[src/rtl/nts_tx_types_pkg.sv]
// Datapath types for the transmit packet buffer
// Word, checksum and last-word byte count definitions

package nts_tx_types_pkg;

  // --------------------------------------------------------------------------
  // Word and checksum types
  // --------------------------------------------------------------------------

  // One memory or dispatch word
  typedef logic [63:0] tx_word_t;

  // Internet checksum value
  typedef logic [15:0] csum_t;

  // Valid bytes in the last word of a packet, 0 to 8
  typedef logic [3:0] last_bytes_t;

  // --------------------------------------------------------------------------
  // Constants
  // --------------------------------------------------------------------------

  localparam int BYTES_PER_WORD = 8;

endpackage

[src/rtl/nts_tx_ctrl_pkg.sv]
// Control types for the transmit packet buffer
// Bank state machine encoding and the command and status structs

package nts_tx_ctrl_pkg;

  typedef enum logic [2:0] {
    BANK_EMPTY,
    BANK_HAS_DATA,
    BANK_FIFO_OUT,
    BANK_FIFO_TRANSMIT
  } bank_state_e;

  // Parser side command toward one bank
  typedef struct packed {
    logic                       write_en;
    nts_tx_types_pkg::tx_word_t write_data;
    logic                       update_length;
    logic [15:0]                length_bytes;
    logic                       transfer;
    logic                       clear;
  } parser_cmd_t;

  typedef struct packed {
    logic rd_start;
    logic packet_read;
  } dispatch_cmd_t;

  // Bank state and its shared read port result
  typedef struct packed {
    bank_state_e                   state;
    logic                          full;
    nts_tx_types_pkg::tx_word_t    rd_data;
    logic                          rd_valid;
    logic                          fifo_empty;
    nts_tx_types_pkg::last_bytes_t last_bytes;
  } bank_status_t;

endpackage

[src/rtl/nts_tx_bank_switch.sv]
// Bank role switch: routes parser and dispatch commands to the two banks,
// swaps roles on handover and registers the dispatch side outputs
`timescale 1ns/1ns

module nts_tx_bank_switch #(
  parameter int ADDR_WIDTH = 8
) (
  input  logic                           i_clk,
  input  logic                           i_areset,
  input  nts_tx_ctrl_pkg::parser_cmd_t   i_parser_cmd,
  input  nts_tx_ctrl_pkg::dispatch_cmd_t i_dispatch_cmd,
  input  logic                           i_sum_en,
  input  logic                           i_csum_rd_en,
  input  logic [ADDR_WIDTH-1:0]          i_csum_rd_addr,
  input  nts_tx_ctrl_pkg::bank_status_t  i_bank0_status,
  input  nts_tx_ctrl_pkg::bank_status_t  i_bank1_status,
  output nts_tx_ctrl_pkg::parser_cmd_t   o_bank0_parser_cmd,
  output nts_tx_ctrl_pkg::parser_cmd_t   o_bank1_parser_cmd,
  output nts_tx_ctrl_pkg::dispatch_cmd_t o_bank0_dispatch_cmd,
  output nts_tx_ctrl_pkg::dispatch_cmd_t o_bank1_dispatch_cmd,
  output logic                           o_bank0_ext_rd_en,
  output logic                           o_bank1_ext_rd_en,
  output logic [ADDR_WIDTH-1:0]          o_bank_ext_rd_addr,
  output nts_tx_types_pkg::tx_word_t     o_csum_rd_data,
  output logic                           o_packet_available,
  output logic                           o_fifo_empty,
  output logic                           o_fifo_rd_valid,
  output nts_tx_types_pkg::tx_word_t     o_fifo_rd_data,
  output nts_tx_types_pkg::last_bytes_t  o_bytes_last_word,
  output logic                           o_parser_empty,
  output logic                           o_parser_full,
  output logic                           o_error
);

  // Bank currently owned by the parser, the other one dispatches
  logic parser_sel;
  logic swap;

  nts_tx_ctrl_pkg::bank_status_t parser_status;
  nts_tx_ctrl_pkg::bank_status_t dispatch_status;

  assign parser_status   = parser_sel ? i_bank1_status : i_bank0_status;
  assign dispatch_status = parser_sel ? i_bank0_status : i_bank1_status;

  assign swap = (parser_status.state == nts_tx_ctrl_pkg::BANK_FIFO_OUT) &&
                (dispatch_status.state == nts_tx_ctrl_pkg::BANK_EMPTY);

  assign o_bank0_parser_cmd   = parser_sel ? '0 : i_parser_cmd;
  assign o_bank1_parser_cmd   = parser_sel ? i_parser_cmd : '0;
  assign o_bank0_dispatch_cmd = parser_sel ? i_dispatch_cmd : '0;
  assign o_bank1_dispatch_cmd = parser_sel ? '0 : i_dispatch_cmd;

  // Checksum reads go to the parser bank only
  assign o_bank0_ext_rd_en  = i_csum_rd_en && !parser_sel;
  assign o_bank1_ext_rd_en  = i_csum_rd_en && parser_sel;
  assign o_bank_ext_rd_addr = i_csum_rd_addr;
  assign o_csum_rd_data     = parser_status.rd_data;

  assign o_parser_empty = parser_status.state == nts_tx_ctrl_pkg::BANK_EMPTY;
  assign o_parser_full  = parser_status.full;

  always_ff @(posedge i_clk) begin
    o_fifo_rd_data <= dispatch_status.rd_data;
  end

  always_ff @(posedge i_clk or posedge i_areset) begin
    if (i_areset) begin
      parser_sel         <= 1'b0;
      o_packet_available <= 1'b0;
      o_fifo_empty       <= 1'b0;
      o_fifo_rd_valid    <= 1'b0;
      o_bytes_last_word  <= '0;
      o_error            <= 1'b0;
    end else begin
      if (swap) begin
        parser_sel <= !parser_sel;
      end
      o_packet_available <= dispatch_status.state == nts_tx_ctrl_pkg::BANK_FIFO_OUT;
      o_fifo_empty       <= dispatch_status.fifo_empty;
      o_fifo_rd_valid    <= dispatch_status.rd_valid;
      o_bytes_last_word  <= dispatch_status.last_bytes;
      // Commands that need packet data while the parser bank holds none
      o_error <= o_parser_empty &&
                 (i_parser_cmd.update_length || i_parser_cmd.transfer || i_sum_en);
    end
  end

endmodule

[config.mk]
export PLATFORM = sky130hd
export DESIGN_NAME = nts_tx_bank_switch
export DESIGN_NICKNAME = d
export VERILOG_FILES = /design/src/rtl/nts_tx_types_pkg.sv /design/src/rtl/nts_tx_ctrl_pkg.sv /design/src/rtl/nts_tx_bank_switch.sv
export SDC_FILE = /design/constraint.sdc
export NUM_CORES = 1
export LEC_CHECK = 0
export ABC_AREA = 1
export BUFFER_PORTS_ARGS = -buffer_cell sky130_fd_sc_hd__buf_4
export CAP_MARGIN = 20
export CELL_PAD_IN_SITES_DETAIL_PLACEMENT = 0
export CELL_PAD_IN_SITES_GLOBAL_PLACEMENT = 1
export CORE_AREA = 2 2 218 220
export DETAILED_ROUTE_END_ITERATION = 10
export DIE_AREA = 0 0 220 222
export PLACE_DENSITY_LB_ADDON = 0.1
export SYNTH_ARGS = -nofsm -noshare
export SYNTH_HDL_FRONTEND = slang
export SYNTH_SLANG_ARGS = --single-unit
[constraint.sdc]
create_clock -name i_clk -period 1.48 [get_ports i_clk]
set_input_delay 0.37 -clock i_clk [delete_from_list [all_inputs] [get_ports i_clk]]
set_output_delay 0.37 -clock i_clk [all_outputs]
set_load 0.03 [all_outputs]
==> run_results.csv <==
group,metric,value,unit
route,drt_pass1_iterations,4,
synthesis,synth_compound_area_share,13.6,%
power,vdd_drop_max,0.000674,V
die,die_h,222,um
min_path,hp-class,"in -> async",
clock_tree,clock_sinks,73,
timing,hold_viol,0,
placed_design,placement.setup.worst_slack,-0.195,ns
global_route,grt.total_usage,13.0,%
die,core,0.0463,sq mm
final_layout,regArea,0.00151,sq mm
global_route,grt_pass1_wl,45.6,mm
global_route,grt_max_degree,53,
final_layout,syn2layout_area_growth,124,%
timing,fin_skew,0.00989,ns
clock_tree,htreeDepth,3,
power,internal_power,8820,uW
route,vias,6847,
die,dieArea,0.0488,sq mm
synthesis,synth_fa_ha_area_share,0,%
route,finalWirelength,32.9,mm
timing,post-route-period-util,131,%
final_layout,nFillCells,5314,
power,power_switching,9010,uW
global_route,grt_overflow_total,0,
synthesis,synth-simple-area-share,26.9,%
synthesis,ys_seq_area_share,31.2,%
run_status,status,"finished with violations",
synthesis,synth_xor_area_share,0,%
synthesis,synthMuxAreaShare,0,%
power,pwr-share-seq,15.1,%
placed_design,portBuffers,549,
timing,slew_headroom,73.4,%
global_route,grt_pass1_vias,6781,
final_layout,mostFrequentLayoutCells,"buf_4 (464), nand2_1 (243), inv_1 (238)",
placed_design,dp_hpwl,28.4,mm
clock_tree,clkTransAtPathRegs,0.06,ns
worst_setup_path,cp.required,1.11,ns
final_layout,layout-drive-gt1-share,49.4,%
route,initialDrtViolationCount,181,
timing,setup_viol,240,
synthesis,synth_top_family_by_area,"buffers and inverters",
final_layout,final_cells,2006,
timing,setup_slack,-0.466,ns
die,ios,566,
worst_setup_path,cp.arrival,1.58,ns
placed_design,gp_congestion,0.789,
final_layout,fin_nets,1639,
route,routedWlPerCell,16.4,um
timing,tightest_slew,0.398,ns
run_status,violations,"setup timing",
final_layout,final_common_cell,"buf_4",
synthesis,synth.net_count,1099,
clock_tree,clk-insertion-delay-late,0.36,ns
clock_tree,ctsHoldBuffers,0,
worst_setup_path,startpoint_type,"register",
worst_setup_path,crit_fanout,33,
clock_tree,cts_buffer_depth,2,
synthesis,syn_area_per_cell,5.66,sq um
timing,max_freq,514,MHz
synthesis,synthCells,853,
power,p_comb_share,71.7,%
worst_setup_path,crit_type,"reg -> out",
power,power.density,1650,mW/mm^2
synthesis,ys_ff_latch,73,
synthesis,syn_area,0.00483,sq mm
route,viasPerCell,3.41,
synthesis,yosysWarningCount,0,
synthesis,ys_types,19,
power,leakage,0.00643,uW
timing,grt_setup_unrepaired,"true",
clock_tree,cts_buffers,9,
route,ant_nets,0,
timing,period_minus_slack,1.95,ns
die,num_rows,79,
clock_tree,cts_tree,"done",
power,swShare,50.5,%
final_layout,multi_input_area,0.00226,sq mm
die,start_util,10.4,%
power,pwr-share-clk,13.1,%
route,route.detailed.drc,0,
die,dieWidth,220,um
job,max_cap_viol_count,0,
timing,slew_violations,0,
worst_setup_path,end_kind,"output pin",
clock_tree,cts-root-buf,"clkbuf_16",
placed_design,post-place-cells,1985,
global_route,antenna_found_initial,5,
==> stage by stage <==
stage | util (%) | instance area, sq um | TNS, ns | power, uW | hold slack (ns)
after floorplan | - | 4930 | -19.18 | 9650 | 0.198
after global placement | 21.3 | 9840 | -7.62 | 14900 | 0.402
after detailed placement | 21.3 | 9840 | -8.12 | 14800 | 0.396
after CTS | 22.9 | 10600 | -106.13 | 18000 | 0.000801
after global routing | 23.4 | 10800 | -116.64 | 19000 | 0.0254
final | 23.4 | 10800 | -98.44 | 17800 | 0.00344
==> synth_stat cells <==
cell type,number,share of area [%]
dfxtp_1,64,27
buf_4,16,2.5
inv_2,1,0.078
buf_12,1,0.41
a21oi_1,1,0.10
nand4_1,1,0.13
nand2_1,249,19
clkbuf_2,2,0.21
o21ai_0,105,11
nand3_1,3,0.31
dfrtp_1,9,4.7
nor2_2,1,0.13
o21ai_1,25,2.6
nor3_1,1,0.10
inv_1,246,19
buf_2,13,1.3
clkbuf_1,9,0.70
buf_6,17,4.0
nor2_1,89,6.9
==> repair_timing <==
item	4_1_cts	5_1_grt
buffers inserted	3	0
pin swaps	1	1
cloned	1	0
gates resized for setup	114	70
endpoints found under the setup margin	241	265
==> power groups by stage <==
stage               combinational (uW)  sequential, uW  clock, uW
floorplan                         5800            3840          0
finish                           12800            2700       2340
global placement                 12100            2740          0
global route                     13700            2760       2540
CTS                              12800            2710       2490
detailed placement               12000            2740          0
==> layout make-up <==
cell class | instances | share of cell area, %
repair buffers | 587 | 46.8
multi-input cells | 475 | 20.9
well taps | 607 | 7.01
inverters | 247 | 8.58
flip-flops and latches | 73 | 13.9
diodes | 1 | 0.0231
clock buffers | 11 | 2.24
clock inverters | 5 | 0.578
==> cells by family after synthesis <==
kind of cell           count (synthesis)
AO/OA/AOI/OAI                        131
AND/OR/NAND/NOR                      344
buffers and inverters                305
flip-flops                            73
==> routing by layer <==
metal  track usage, %  part of all wire (%)  vias to the layer above
li1                 -                     -                     3506
met1             12.0                    33                     2989
met2             24.8                    53                      313
met3             6.36                    12                       31
met4             3.57                   1.7                        8
met5                0                  0.13                        -
==> sequential cells by signal, indices dropped and copies added (netlist names) <==
register,flops
o_bytes_last_word,4
o_error,1
o_fifo_rd_valid,1
o_packet_available,1
parser_sel,1
o_fifo_rd_data,64
o_fifo_empty,1
==> worst paths after layout <==
check                                       start                endpoint  slack (ns)  cells after the start
worst min register to register         parser_sel      o_packet_available        0.83                      4
worst max register to register         parser_sel      o_fifo_rd_data[27]        0.04                      6
worst max-delay path                   parser_sel  o_bank0_parser_cmd[75]       -0.47                      4
max in group asynchronous                i_areset              parser_sel        1.16                      2
min in group i_clk              i_bank1_status[0]    o_bytes_last_word[0]        0.21                      3
worst min-delay path                     i_areset    o_bytes_last_word[3]       0.003                      2
==> critical path: stages, from the launching register on <==
cell and delay, ns:
dfrtp_4 0.52, buf_12 0.18, buf_16 0.18, nor2_1 0.12, buf_4 0.18
Power figures use the tool's default switching activity.
