File: src/rtl/nts_tx_types_pkg.sv
// Datapath types for the transmit packet buffer
// Word, checksum and last-word byte count definitions

package nts_tx_types_pkg;

  // --------------------------------------------------------------------------
  // Word and checksum types
  // --------------------------------------------------------------------------

  // One memory or dispatch word
  typedef logic [63:0] tx_word_t;

  // Internet checksum value
  typedef logic [15:0] csum_t;

  // Valid bytes in the last word of a packet, 0 to 8
  typedef logic [3:0] last_bytes_t;

  // --------------------------------------------------------------------------
  // Constants
  // --------------------------------------------------------------------------

  localparam int BYTES_PER_WORD = 8;

endpackage

File: src/rtl/nts_tx_checksum.sv
// Internet checksum engine over the parser bank
// Reads one word per cycle and folds masked byte pairs through two adder stages
`timescale 1ns/1ns

module nts_tx_checksum #(
  parameter int ADDR_WIDTH = 8
) (
  input  logic                       i_clk,
  input  logic                       i_areset,
  input  logic                       i_sum_reset,
  input  nts_tx_types_pkg::csum_t    i_sum_reset_value,
  input  logic                       i_sum_en,
  input  logic [ADDR_WIDTH-1:0]      i_sum_addr,
  input  logic [ADDR_WIDTH+2:0]      i_sum_bytes,
  input  nts_tx_types_pkg::tx_word_t i_rd_data,
  output logic                       o_rd_en,
  output logic [ADDR_WIDTH-1:0]      o_rd_addr,
  output nts_tx_types_pkg::csum_t    o_sum,
  output logic                       o_sum_done
);

  typedef logic [ADDR_WIDTH+2:0] count_t;

  localparam int     BPW        = nts_tx_types_pkg::BYTES_PER_WORD;
  localparam count_t WORD_BYTES = count_t'(BPW);

  logic                  busy;
  logic [ADDR_WIDTH-1:0] addr;
  count_t                remaining;
  count_t                data_cnt;
  logic                  data_valid;
  logic                  data_last;
  logic                  s0_valid;
  logic                  s0_last;
  logic [15:0]           s0_sum;
  logic [2:0]            s0_carry;
  nts_tx_types_pkg::csum_t acc;
  logic                    done;

  nts_tx_types_pkg::tx_word_t masked;
  logic [15:0] sum_a;
  logic [15:0] sum_b;
  logic [15:0] sum_c;
  logic [2:0]  carry;
  logic [15:0] sum_d;
  logic        carry_d;
  logic [2:0]  msb;
  logic [15:0] sum_e;
  logic        carry_e;

  // --------------------------------------------------------------------------
  // Stage 0 masks bytes past the count and adds the four lanes
  // --------------------------------------------------------------------------

  always_comb begin
    for (int j = 0; j < BPW; j++) begin
      masked[63-8*j -: 8] = (data_cnt > count_t'(j)) ? i_rd_data[63-8*j -: 8] : 8'h00;
    end
  end

  assign {carry[0], sum_a} = {1'b0, masked[63:48]} + {1'b0, masked[47:32]};
  assign {carry[1], sum_b} = {1'b0, masked[31:16]} + {1'b0, masked[15:0]};
  assign {carry[2], sum_c} = {1'b0, sum_a} + {1'b0, sum_b};

  // --------------------------------------------------------------------------
  // Stage 1 adds into the accumulator with end-around carry
  // --------------------------------------------------------------------------

  assign {carry_d, sum_d} = {1'b0, acc} + {1'b0, s0_sum};
  assign msb = {2'b00, s0_carry[0]} + {2'b00, s0_carry[1]} +
               {2'b00, s0_carry[2]} + {2'b00, carry_d};
  assign {carry_e, sum_e} = {1'b0, sum_d} + {14'h0, msb};

  always_ff @(posedge i_clk) begin
    s0_sum   <= sum_c;
    s0_carry <= carry;
  end

  always_ff @(posedge i_clk or posedge i_areset) begin
    if (i_areset) begin
      busy       <= 1'b0;
      addr       <= '0;
      remaining  <= '0;
      data_cnt   <= '0;
      data_valid <= 1'b0;
      data_last  <= 1'b0;
      s0_valid   <= 1'b0;
      s0_last    <= 1'b0;
      acc        <= '0;
      done       <= 1'b0;
    end else begin
      if (i_sum_en && i_sum_bytes != '0) begin
        busy      <= 1'b1;
        addr      <= i_sum_addr;
        remaining <= i_sum_bytes;
      end else if (busy) begin
        addr <= addr + 1'b1;
        if (remaining <= WORD_BYTES) begin
          busy      <= 1'b0;
          remaining <= '0;
        end else begin
          remaining <= remaining - WORD_BYTES;
        end
      end
      // Count follows the word through the memory read cycle
      data_valid <= busy;
      data_cnt   <= remaining;
      data_last  <= busy && (remaining <= WORD_BYTES);
      s0_valid   <= data_valid;
      s0_last    <= data_last;
      if (i_sum_reset) begin
        acc <= i_sum_reset_value;
      end else if (s0_valid) begin
        acc <= sum_e + {15'h0, carry_e};
      end
      done <= (s0_valid && s0_last) || (i_sum_en && i_sum_bytes == '0);
    end
  end

  assign o_rd_en    = busy;
  assign o_rd_addr  = addr;
  assign o_sum      = acc;
  assign o_sum_done = done;

  // No new checksum starts while words are still in the adder pipeline
  a_single_sum : assert property (
    @(posedge i_clk) disable iff (i_areset)
    (busy || data_valid || s0_valid) |-> !i_sum_en
  );

endmodule

File: config.mk
export PLATFORM = sky130hd
export DESIGN_NAME = nts_tx_checksum
export DESIGN_NICKNAME = d
export VERILOG_FILES = /design/src/rtl/nts_tx_types_pkg.sv /design/src/rtl/nts_tx_checksum.sv
export SDC_FILE = /design/constraint.sdc
export NUM_CORES = 1
export LEC_CHECK = 0
export BUFFER_PORTS_ARGS = -buffer_cell sky130_fd_sc_hd__buf_2
export CORE_MARGIN = 2
export CORE_UTILIZATION = 57
export DETAILED_ROUTE_END_ITERATION = 8
export GPL_TIMING_DRIVEN = 0
export MAX_ROUTING_LAYER = met4
export PLACE_DENSITY_LB_ADDON = 0.3
export SLEW_MARGIN = 10
export SYNTH_ARGS = -nofsm -noshare
export SYNTH_HDL_FRONTEND = slang
export SYNTH_SLANG_ARGS = --single-unit
File: constraint.sdc
create_clock -name i_clk -period 6.6 [get_ports i_clk]
set_input_delay 0.33 -clock i_clk [delete_from_list [all_inputs] [get_ports i_clk]]
set_output_delay 0.33 -clock i_clk [all_outputs]
set_load 0.05 [all_outputs]
==> results.json, run 1 <==
{
  "ys.flop_type": "sky130_fd_sc_hd__dfrtp_1",
  "post_route_drc": 0,
  "cap_viol_max_count": 0,
  "grt_use_total_pct": 26.54,
  "power_report.internal_total_w": 0.002016,
  "vias": 6013,
  "power.net_switching_w": 0.001967,
  "final_layout_size_suffix_gt1_share_pct": 18.70,
  "antenna_found_initial": 2,
  "power.clock.fraction_pct": 12.1,
  "postRouteWirelength_mm": 15.67,
  "hold_viol_final": 0,
  "detailedRoute.firstIterationViolations": 183,
  "vdd_ir_drop_max_v": 0.0003488,
  "std_cell_rows": 38,
  "setup_violations": 0,
  "chipWidth_um": 110.4,
  "die-height_um": 110.4,
  "routed_wire_length_per_instance_um": 14.75,
  "initial_utilization_pct": 59.06,
  "cp-end-kind": "flop",
  "p_sw_share_pct": 49.39,
  "leakage_nw": 3.574,
  "yosys-top-cells-area": "sky130_fd_sc_hd__dfrtp_1 (20%), sky130_fd_sc_hd__ha_1 (13%), sky130_fd_sc_hd__xnor2_1 (6.6%)",
  "grt_pass1_vias": 5795,
  "worstSetupPathType": "reg2reg",
  "layout_commonest_cell": "sky130_fd_sc_hd__buf_2",
  "seq_area_frac_synth_pct": 26.04,
  "worst_r2r_startpoint": "o_sum[0]",
  "timing.critical_path.fanout_max": 5,
  "combinationalPowerShare_pct": 71.1,
  "synth_top_cell_area_share_pct": 20.15,
  "grt_start_max_net_pins": 32,
  "synthCells": 773,
  "slew_violations": 0,
  "half_perimeter_wire_length_after_placement_mm": 12.62,
  "design_power_total_w": 0.003983,
  "cp-startpoint": "o_sum[0]",
  "clk-insertion-delay-late_ns": 0.34,
  "cts_htree_levels": 3,
  "layout.cell_area.non_filler_mm2": 0.007625,
  "mappedNetlistNets": 952,
  "fin_util_pct": 69.73,
  "num-fill-cells": 921,
  "gpl.final_weighted_congestion": 0.9652,
  "synth.largest_area_cell": "sky130_fd_sc_hd__dfrtp_1",
  "layout.cells.most_common_list": "sky130_fd_sc_hd__buf_2 (128), sky130_fd_sc_hd__ha_1 (68), sky130_fd_sc_hd__nand2_1 (60), sky130_fd_sc_hd__o21ai_0 (56), sky130_fd_sc_hd__nor2_1 (53)",
  "cts_max_path_buffers": 2,
  "ff_latch_area_mm2": 0.001682,
  "post-place-ws_ns": 0.1295,
  "synth-seq-cells": 71,
  "tritoncts_clock_tree": "built",
  "ys.warnings.count": 0,
  "worst_hold_path_type": "in2async",
  "postRouteAntennaNets": 0,
  "core_region_area_mm2": 0.01094,
  "synthesis.area_mm2": 0.006459,
  "detail_route.first_pass.iterations": 4,
  "multiInputGateArea_mm2": 0.004583,
  "yosysUniqueCellTypes": 75,
  "die_outline_area_mm2": 0.01220,
  "clock_skew_ns": 0.006315,
  "global_route.overflow_total": 0,
  "setup_tns_ns": 0,
  "timing.critical_path.arrival_ns": 6.57,
  "layout_worst_path_cycle_share_pct": 95.44,
  "tritoncts_num_sinks": 71,
  "placedInstanceArea_mm2": 0.007289,
  "cp_data_required_time_ns": 6.88,
  "timing.final.crit_period_ns": 6.299,
  "postLayoutSetupSlackWorst_ns": 0.3006,
  "floorplan.io_pins": 129,
  "ctsRootBufferMaster": "sky130_fd_sc_hd__clkbuf_16",
  "worstMarginPinSlew_ns": 1.173,
  "drt-vias-per-instance": 5.662,
  "number_of_buffer_cells_added_on_primary_ports": 127,
  "clock_buffer_count_from_cts": 9,
  "seqPwrFrac_pct": 16.8,
  "crit_path_start_kind": "flop",
  "synthArstFlopShare_pct": 73.24,
  "cts_hold_buf": 0,
  "synth_area_per_cell_um2": 8.355,
  "synth_enable_flop_cells": 0,
  "max_freq_mhz": 158.7,
  "pwr_cell_area_mw_per_mm2": 522.4,
  "fin_nets": 1094,
  "relSlewSlack_pct": 21.05,
  "area_growth_pct": 18.05,
  "cts.clk_slew.worst_paths_ns": 0.06,
  "status": "complete, no violations",
  "grt_pass1_wl_mm": 26.05
}
## cell families (layout without fill, tap and decap cells)
family                     after synthesis  count (layout)  synth area share, %
and+or+nand+nor                        296             296                24.51
AOI/OAI and AO/OA                      196             196                19.55
adders and majority gates               76              76                15.54
xor gates and xnor gates                71              71                9.744
DFF                                     71              71                26.04
buffers and inverters                   54             201                3.216
muxes                                    9               9                1.414
other                                    0               2                    0
## sequential cells by signal (all words and copies together) (netlist names)
| signal | flops |
|---|---|
| data_cnt | 11 |
| data_last | 1 |
| data_valid | 1 |
| o_rd_addr | 8 |
| o_rd_en | 1 |
| o_sum | 16 |
| o_sum_done | 1 |
| remaining | 11 |
| s0_carry | 3 |
| s0_last | 1 |
| s0_sum | 16 |
| s0_valid | 1 |
## synthesized netlist by cell type (4+ instances only)
cell type	number
sky130_fd_sc_hd__a211oi_1	8
sky130_fd_sc_hd__a21o_1	11
sky130_fd_sc_hd__a21oi_1	51
sky130_fd_sc_hd__a22oi_1	6
sky130_fd_sc_hd__a31oi_1	5
sky130_fd_sc_hd__and2_1	51
sky130_fd_sc_hd__and3_1	8
sky130_fd_sc_hd__clkbuf_1	9
sky130_fd_sc_hd__dfrtp_1	52
sky130_fd_sc_hd__dfxtp_1	19
sky130_fd_sc_hd__fa_1	7
sky130_fd_sc_hd__ha_1	69
sky130_fd_sc_hd__inv_1	42
sky130_fd_sc_hd__mux2i_1	8
sky130_fd_sc_hd__nand2_1	60
sky130_fd_sc_hd__nand2b_1	8
sky130_fd_sc_hd__nand3_1	11
sky130_fd_sc_hd__nand3b_1	5
sky130_fd_sc_hd__nand4_1	10
sky130_fd_sc_hd__nor2_1	54
sky130_fd_sc_hd__nor2b_1	26
sky130_fd_sc_hd__nor3_1	23
sky130_fd_sc_hd__nor4_1	10
sky130_fd_sc_hd__o21a_1	5
sky130_fd_sc_hd__o21ai_0	56
sky130_fd_sc_hd__o21bai_1	11
sky130_fd_sc_hd__o31a_1	4
sky130_fd_sc_hd__o31ai_1	4
sky130_fd_sc_hd__or2_2	5
sky130_fd_sc_hd__or3_1	5
sky130_fd_sc_hd__xnor2_1	49
sky130_fd_sc_hd__xor2_1	21
## power by group through the flow
stage / Sequential, W / Clock [W] / Combinational (W)
final: 0.000668 / 0.000482 / 0.00283
after global routing: 0.000684 / 0.000509 / 0.00314
after CTS: 0.000668 / 0.000487 / 0.00279
after detailed placement: 0.000675 / 0 / 0.00277
after global placement: 0.000670 / 0 / 0.00271
after floorplan: 0.000841 / 0 / 0.00205
## layout make-up
| class | instances | share of cell area [%] |
|---|---|---|
| antenna | 2 | 0.06564 |
| buffer | 12 | 0.6564 |
| clock buffer | 12 | 3.512 |
| clock inverter | 4 | 0.3446 |
| inverter | 42 | 2.068 |
| multi-input combinational | 648 | 60.11 |
| sequential | 71 | 22.05 |
| tap | 140 | 2.297 |
| timing repair buffer | 131 | 8.894 |
## worst paths after layout
check | endpoint | slack, ns | depth (start not counted)
max in group asynchronous | s0_last | 6.03 | 3
max | o_sum[10] | 0.30 | 26
min in group i_clk | o_sum[7] | 0.19 | 2
max reg2reg | o_sum[10] | 0.30 | 26
min | o_rd_addr[3] | 0.02 | 2
min reg2reg | s0_last | 0.36 | 0
## what timing repair did
item / CTS / global route
setup endpoints to repair: 0 / 2
gates resized for setup: 0 / 4
buffers inserted: 0 / 3
## per-stage QoR
| step | hold slack (ns) | cells |
|---|---|---|
| after floorplan | 0.3312 | 773 |
| after global placement | 0.3325 | 1040 |
| after detailed placement | 0.3410 | 1041 |
| after CTS | 0.04299 | 1057 |
| after global routing | 0.06220 | 1062 |
| final | 0.02375 | 1062 |
## worst max-delay path: stages, from the launching register on
cell	delay (ns)
sky130_fd_sc_hd__dfrtp_1	0.37
sky130_fd_sc_hd__ha_1	0.24
sky130_fd_sc_hd__inv_1	0.07
sky130_fd_sc_hd__fa_1	0.42
sky130_fd_sc_hd__nand2b_1	0.21
sky130_fd_sc_hd__a21oi_1	0.21
sky130_fd_sc_hd__o41a_1	0.19
sky130_fd_sc_hd__a21oi_1	0.09
sky130_fd_sc_hd__a21oi_1	0.25
sky130_fd_sc_hd__a21o_1	0.15
sky130_fd_sc_hd__a21oi_1	0.07
sky130_fd_sc_hd__fa_1	0.48
sky130_fd_sc_hd__fa_2	0.43
sky130_fd_sc_hd__a311o_1	0.36
sky130_fd_sc_hd__nor2_2	0.17
sky130_fd_sc_hd__nand4_1	0.28
sky130_fd_sc_hd__nor4_2	0.25
sky130_fd_sc_hd__and2_1	0.16
sky130_fd_sc_hd__ha_1	0.25
sky130_fd_sc_hd__ha_2	0.26
sky130_fd_sc_hd__nand2_1	0.11
sky130_fd_sc_hd__nand4b_1	0.23
sky130_fd_sc_hd__a21oi_1	0.25
sky130_fd_sc_hd__nand3b_1	0.16
sky130_fd_sc_hd__xor2_1	0.17
sky130_fd_sc_hd__a211oi_1	0.26
sky130_fd_sc_hd__a21o_1	0.12
## layer usage
metal	up-vias	share of wire [%]	wire length (um)	track usage, %
met5	-	0	0	-
met2	126	51	7971	47.28
met3	26	4.4	696	6.037
met4	0	2.4	377	9.333
met1	2809	42	6622	29.06
li1	3052	-	-	-
Note: power is estimated with default switching activity, not from simulation.
==> run 2, diff against run 1 <==
CAP_MARGIN = 30   (was unset)
CORE_ASPECT_RATIO = 0.75   (was unset)
==> results.json, run 2 (same netlist as run 1, synthesis figures left out) <==
{
  "core_region_area_mm2": 0.01098,
  "grt_start_max_net_pins": 41,
  "drt-vias-per-instance": 5.770,
  "area_growth_pct": 18.89,
  "clk-insertion-delay-late_ns": 0.34,
  "slew_violations": 0,
  "grt_pass1_vias": 5844,
  "max_freq_mhz": 161.4,
  "timing.critical_path.arrival_ns": 6.47,
  "detail_route.first_pass.iterations": 5,
  "routed_wire_length_per_instance_um": 15.69,
  "rr_endpoint": "o_sum[10]",
  "routed-wl-met3_mm": 1.067,
  "grt_use_total_pct": 28.87,
  "tritoncts_clock_tree": "built",
  "vdd_ir_drop_max_v": 0.0002938,
  "cp_data_required_time_ns": 6.88,
  "layout_commonest_cell": "sky130_fd_sc_hd__buf_2",
  "tritoncts_num_sinks": 71,
  "layout.cells.most_common_list": "sky130_fd_sc_hd__buf_2 (129), sky130_fd_sc_hd__ha_1 (68), sky130_fd_sc_hd__nand2_1 (60), sky130_fd_sc_hd__o21ai_0 (56), sky130_fd_sc_hd__nor2_1 (53)",
  "setup_tns_ns": 0,
  "die_outline_area_mm2": 0.01221,
  "detailedRoute.firstIterationViolations": 458,
  "met1_length_mm": 8.007,
  "fin_nets": 1094,
  "timing.final.crit_period_ns": 6.194,
  "layout_worst_path_cycle_share_pct": 93.85,
  "hold_viol_final": 0,
  "gpl.final_weighted_congestion": 0.9371,
  "worst_r2r_path_depth": 26,
  "pwr_cell_area_mw_per_mm2": 539.9,
  "antenna_cells": 0,
  "grt_pass1_wl_mm": 27.39,
  "cts_max_path_buffers": 2,
  "layout.cell_area.non_filler_mm2": 0.007679,
  "critPathCapture": "o_sum[10]",
  "final_layout_size_suffix_gt1_share_pct": 18.91,
  "relSlewSlack_pct": 48.67,
  "crit_path_start_kind": "flop",
  "met2_wirelength_mm": 7.329,
  "clock_buffer_count_from_cts": 9,
  "initial_utilization_pct": 58.81,
  "die-height_um": 96.19,
  "worstSetupPathType": "reg2reg",
  "leakage_nw": 3.593,
  "floorplan.io_pins": 129,
  "setup_violations": 0,
  "cts.clk_slew.worst_paths_ns": 0.06,
  "cp-startpoint": "o_sum[0]",
  "timing.critical_path.fanout_max": 5,
  "antenna_found_initial": 0,
  "chipWidth_um": 126.9,
  "std_cell_rows": 33,
  "clock_skew_ns": 0.007817,
  "rsz0062_at_grt": "no",
  "timing.reg2reg.setup_slack_ns": 0.41,
  "placedInstanceArea_mm2": 0.007295,
  "postRouteAntennaNets": 0,
  "ctsRootBufferMaster": "sky130_fd_sc_hd__clkbuf_16",
  "post_route_drc": 0,
  "status": "complete, no violations",
  "global_route.overflow_total": 0,
  "cap_viol_max_count": 0,
  "highest-signal-layer": "met4",
  "number_of_buffer_cells_added_on_primary_ports": 127,
  "half_perimeter_wire_length_after_placement_mm": 13.24,
  "worstMarginPinSlew_ns": 0.7629,
  "vias": 6116,
  "worst_r2r_startpoint": "o_sum[0]",
  "cp-end-kind": "flop",
  "postRouteWirelength_mm": 16.63,
  "cts_htree_levels": 3,
  "worst_hold_path_type": "in2reg"
}
[run 2: through the flow]
step	utilization, %	total power [W]	std cells	hold WS, ns	worst slack, ns
2_1_floorplan	-	0.002890	773	0.3312	0.7205
3_3_place_gp	66.19	0.003407	1040	0.3316	0.1442
6_report	69.91	0.004146	1060	0.1953	0.4061
3_5_place_dp	66.42	0.003479	1042	0.3124	0.06129
4_1_cts	69.65	0.004075	1059	0.1906	0.02677
5_1_grt	69.91	0.004456	1060	0.2010	0.01642
[run 2: timing repair]
action	4_1_cts	5_1_grt
hold endpoints to repair	12	0
resized for setup	0	6
endpoints found under the setup margin	0	9
buffers inserted	0	1
hold buffers	1	0
[run 2: final cells by class]
cell class | instances | area [um^2]
multi-input cells | 648 | 4591
fillers | 917 | 3304
flip-flops and latches | 71 | 1682
repair buffers | 131 | 678.2
clock buffers | 9 | 225.2
well taps | 140 | 175.2
inverters | 42 | 157.7
clock inverters | 7 | 120.1
plain buffers | 12 | 50.05
[run 2: routing by layer]
metal,GRT usage (%),vias to the layer above
met5,-,-
met4,7.875,0
met1,38.96,2825
met3,4.836,23
li1,-,3053
met2,45.43,215
[run 2: critical path, stage by stage, from the launching register on]
cell and delay, ns:
sky130_fd_sc_hd__dfrtp_1 0.45, sky130_fd_sc_hd__ha_2 0.26, sky130_fd_sc_hd__inv_1 0.07, sky130_fd_sc_hd__fa_1 0.42, sky130_fd_sc_hd__nand2b_1 0.21, sky130_fd_sc_hd__a21oi_1 0.19, sky130_fd_sc_hd__o41a_1 0.20, sky130_fd_sc_hd__a21oi_1 0.10
sky130_fd_sc_hd__a21oi_2 0.20, sky130_fd_sc_hd__a21o_1 0.14, sky130_fd_sc_hd__a21oi_1 0.09, sky130_fd_sc_hd__fa_1 0.43, sky130_fd_sc_hd__fa_2 0.41, sky130_fd_sc_hd__a311o_1 0.37, sky130_fd_sc_hd__nor2_2 0.16, sky130_fd_sc_hd__nand4_1 0.26
sky130_fd_sc_hd__nor4_2 0.26, sky130_fd_sc_hd__and2_1 0.19, sky130_fd_sc_hd__ha_1 0.19, sky130_fd_sc_hd__ha_1 0.26, sky130_fd_sc_hd__nand2_1 0.14, sky130_fd_sc_hd__nand4b_1 0.28, sky130_fd_sc_hd__a21oi_2 0.22, sky130_fd_sc_hd__nand3b_1 0.11
sky130_fd_sc_hd__xor2_1 0.17, sky130_fd_sc_hd__a211oi_1 0.25, sky130_fd_sc_hd__a21o_1 0.11
[run 2: how the worst min path moves through the flow]
stage	from	to	slack [ns]	depth (start not counted)
2_1_floorplan	data_last	s0_last	0.33	0
3_3_place_gp	data_last	s0_last	0.33	0
3_5_place_dp	i_areset	o_sum[1]	0.31	2
4_1_cts	i_sum_reset_value[7]	o_sum[7]	0.19	2
5_1_grt	i_sum_addr[2]	o_rd_addr[2]	0.20	3
6_report	i_sum_addr[5]	o_rd_addr[5]	0.20	3
[run 2: report_power, final]
part	leakage, nW	internal, W	switching (W)
sequential	0.780	0.000571	0.000104
clock	0.166	0.000370	0.000194
combinational	2.65	0.00115	0.00176
total	3.59	0.00209	0.00205
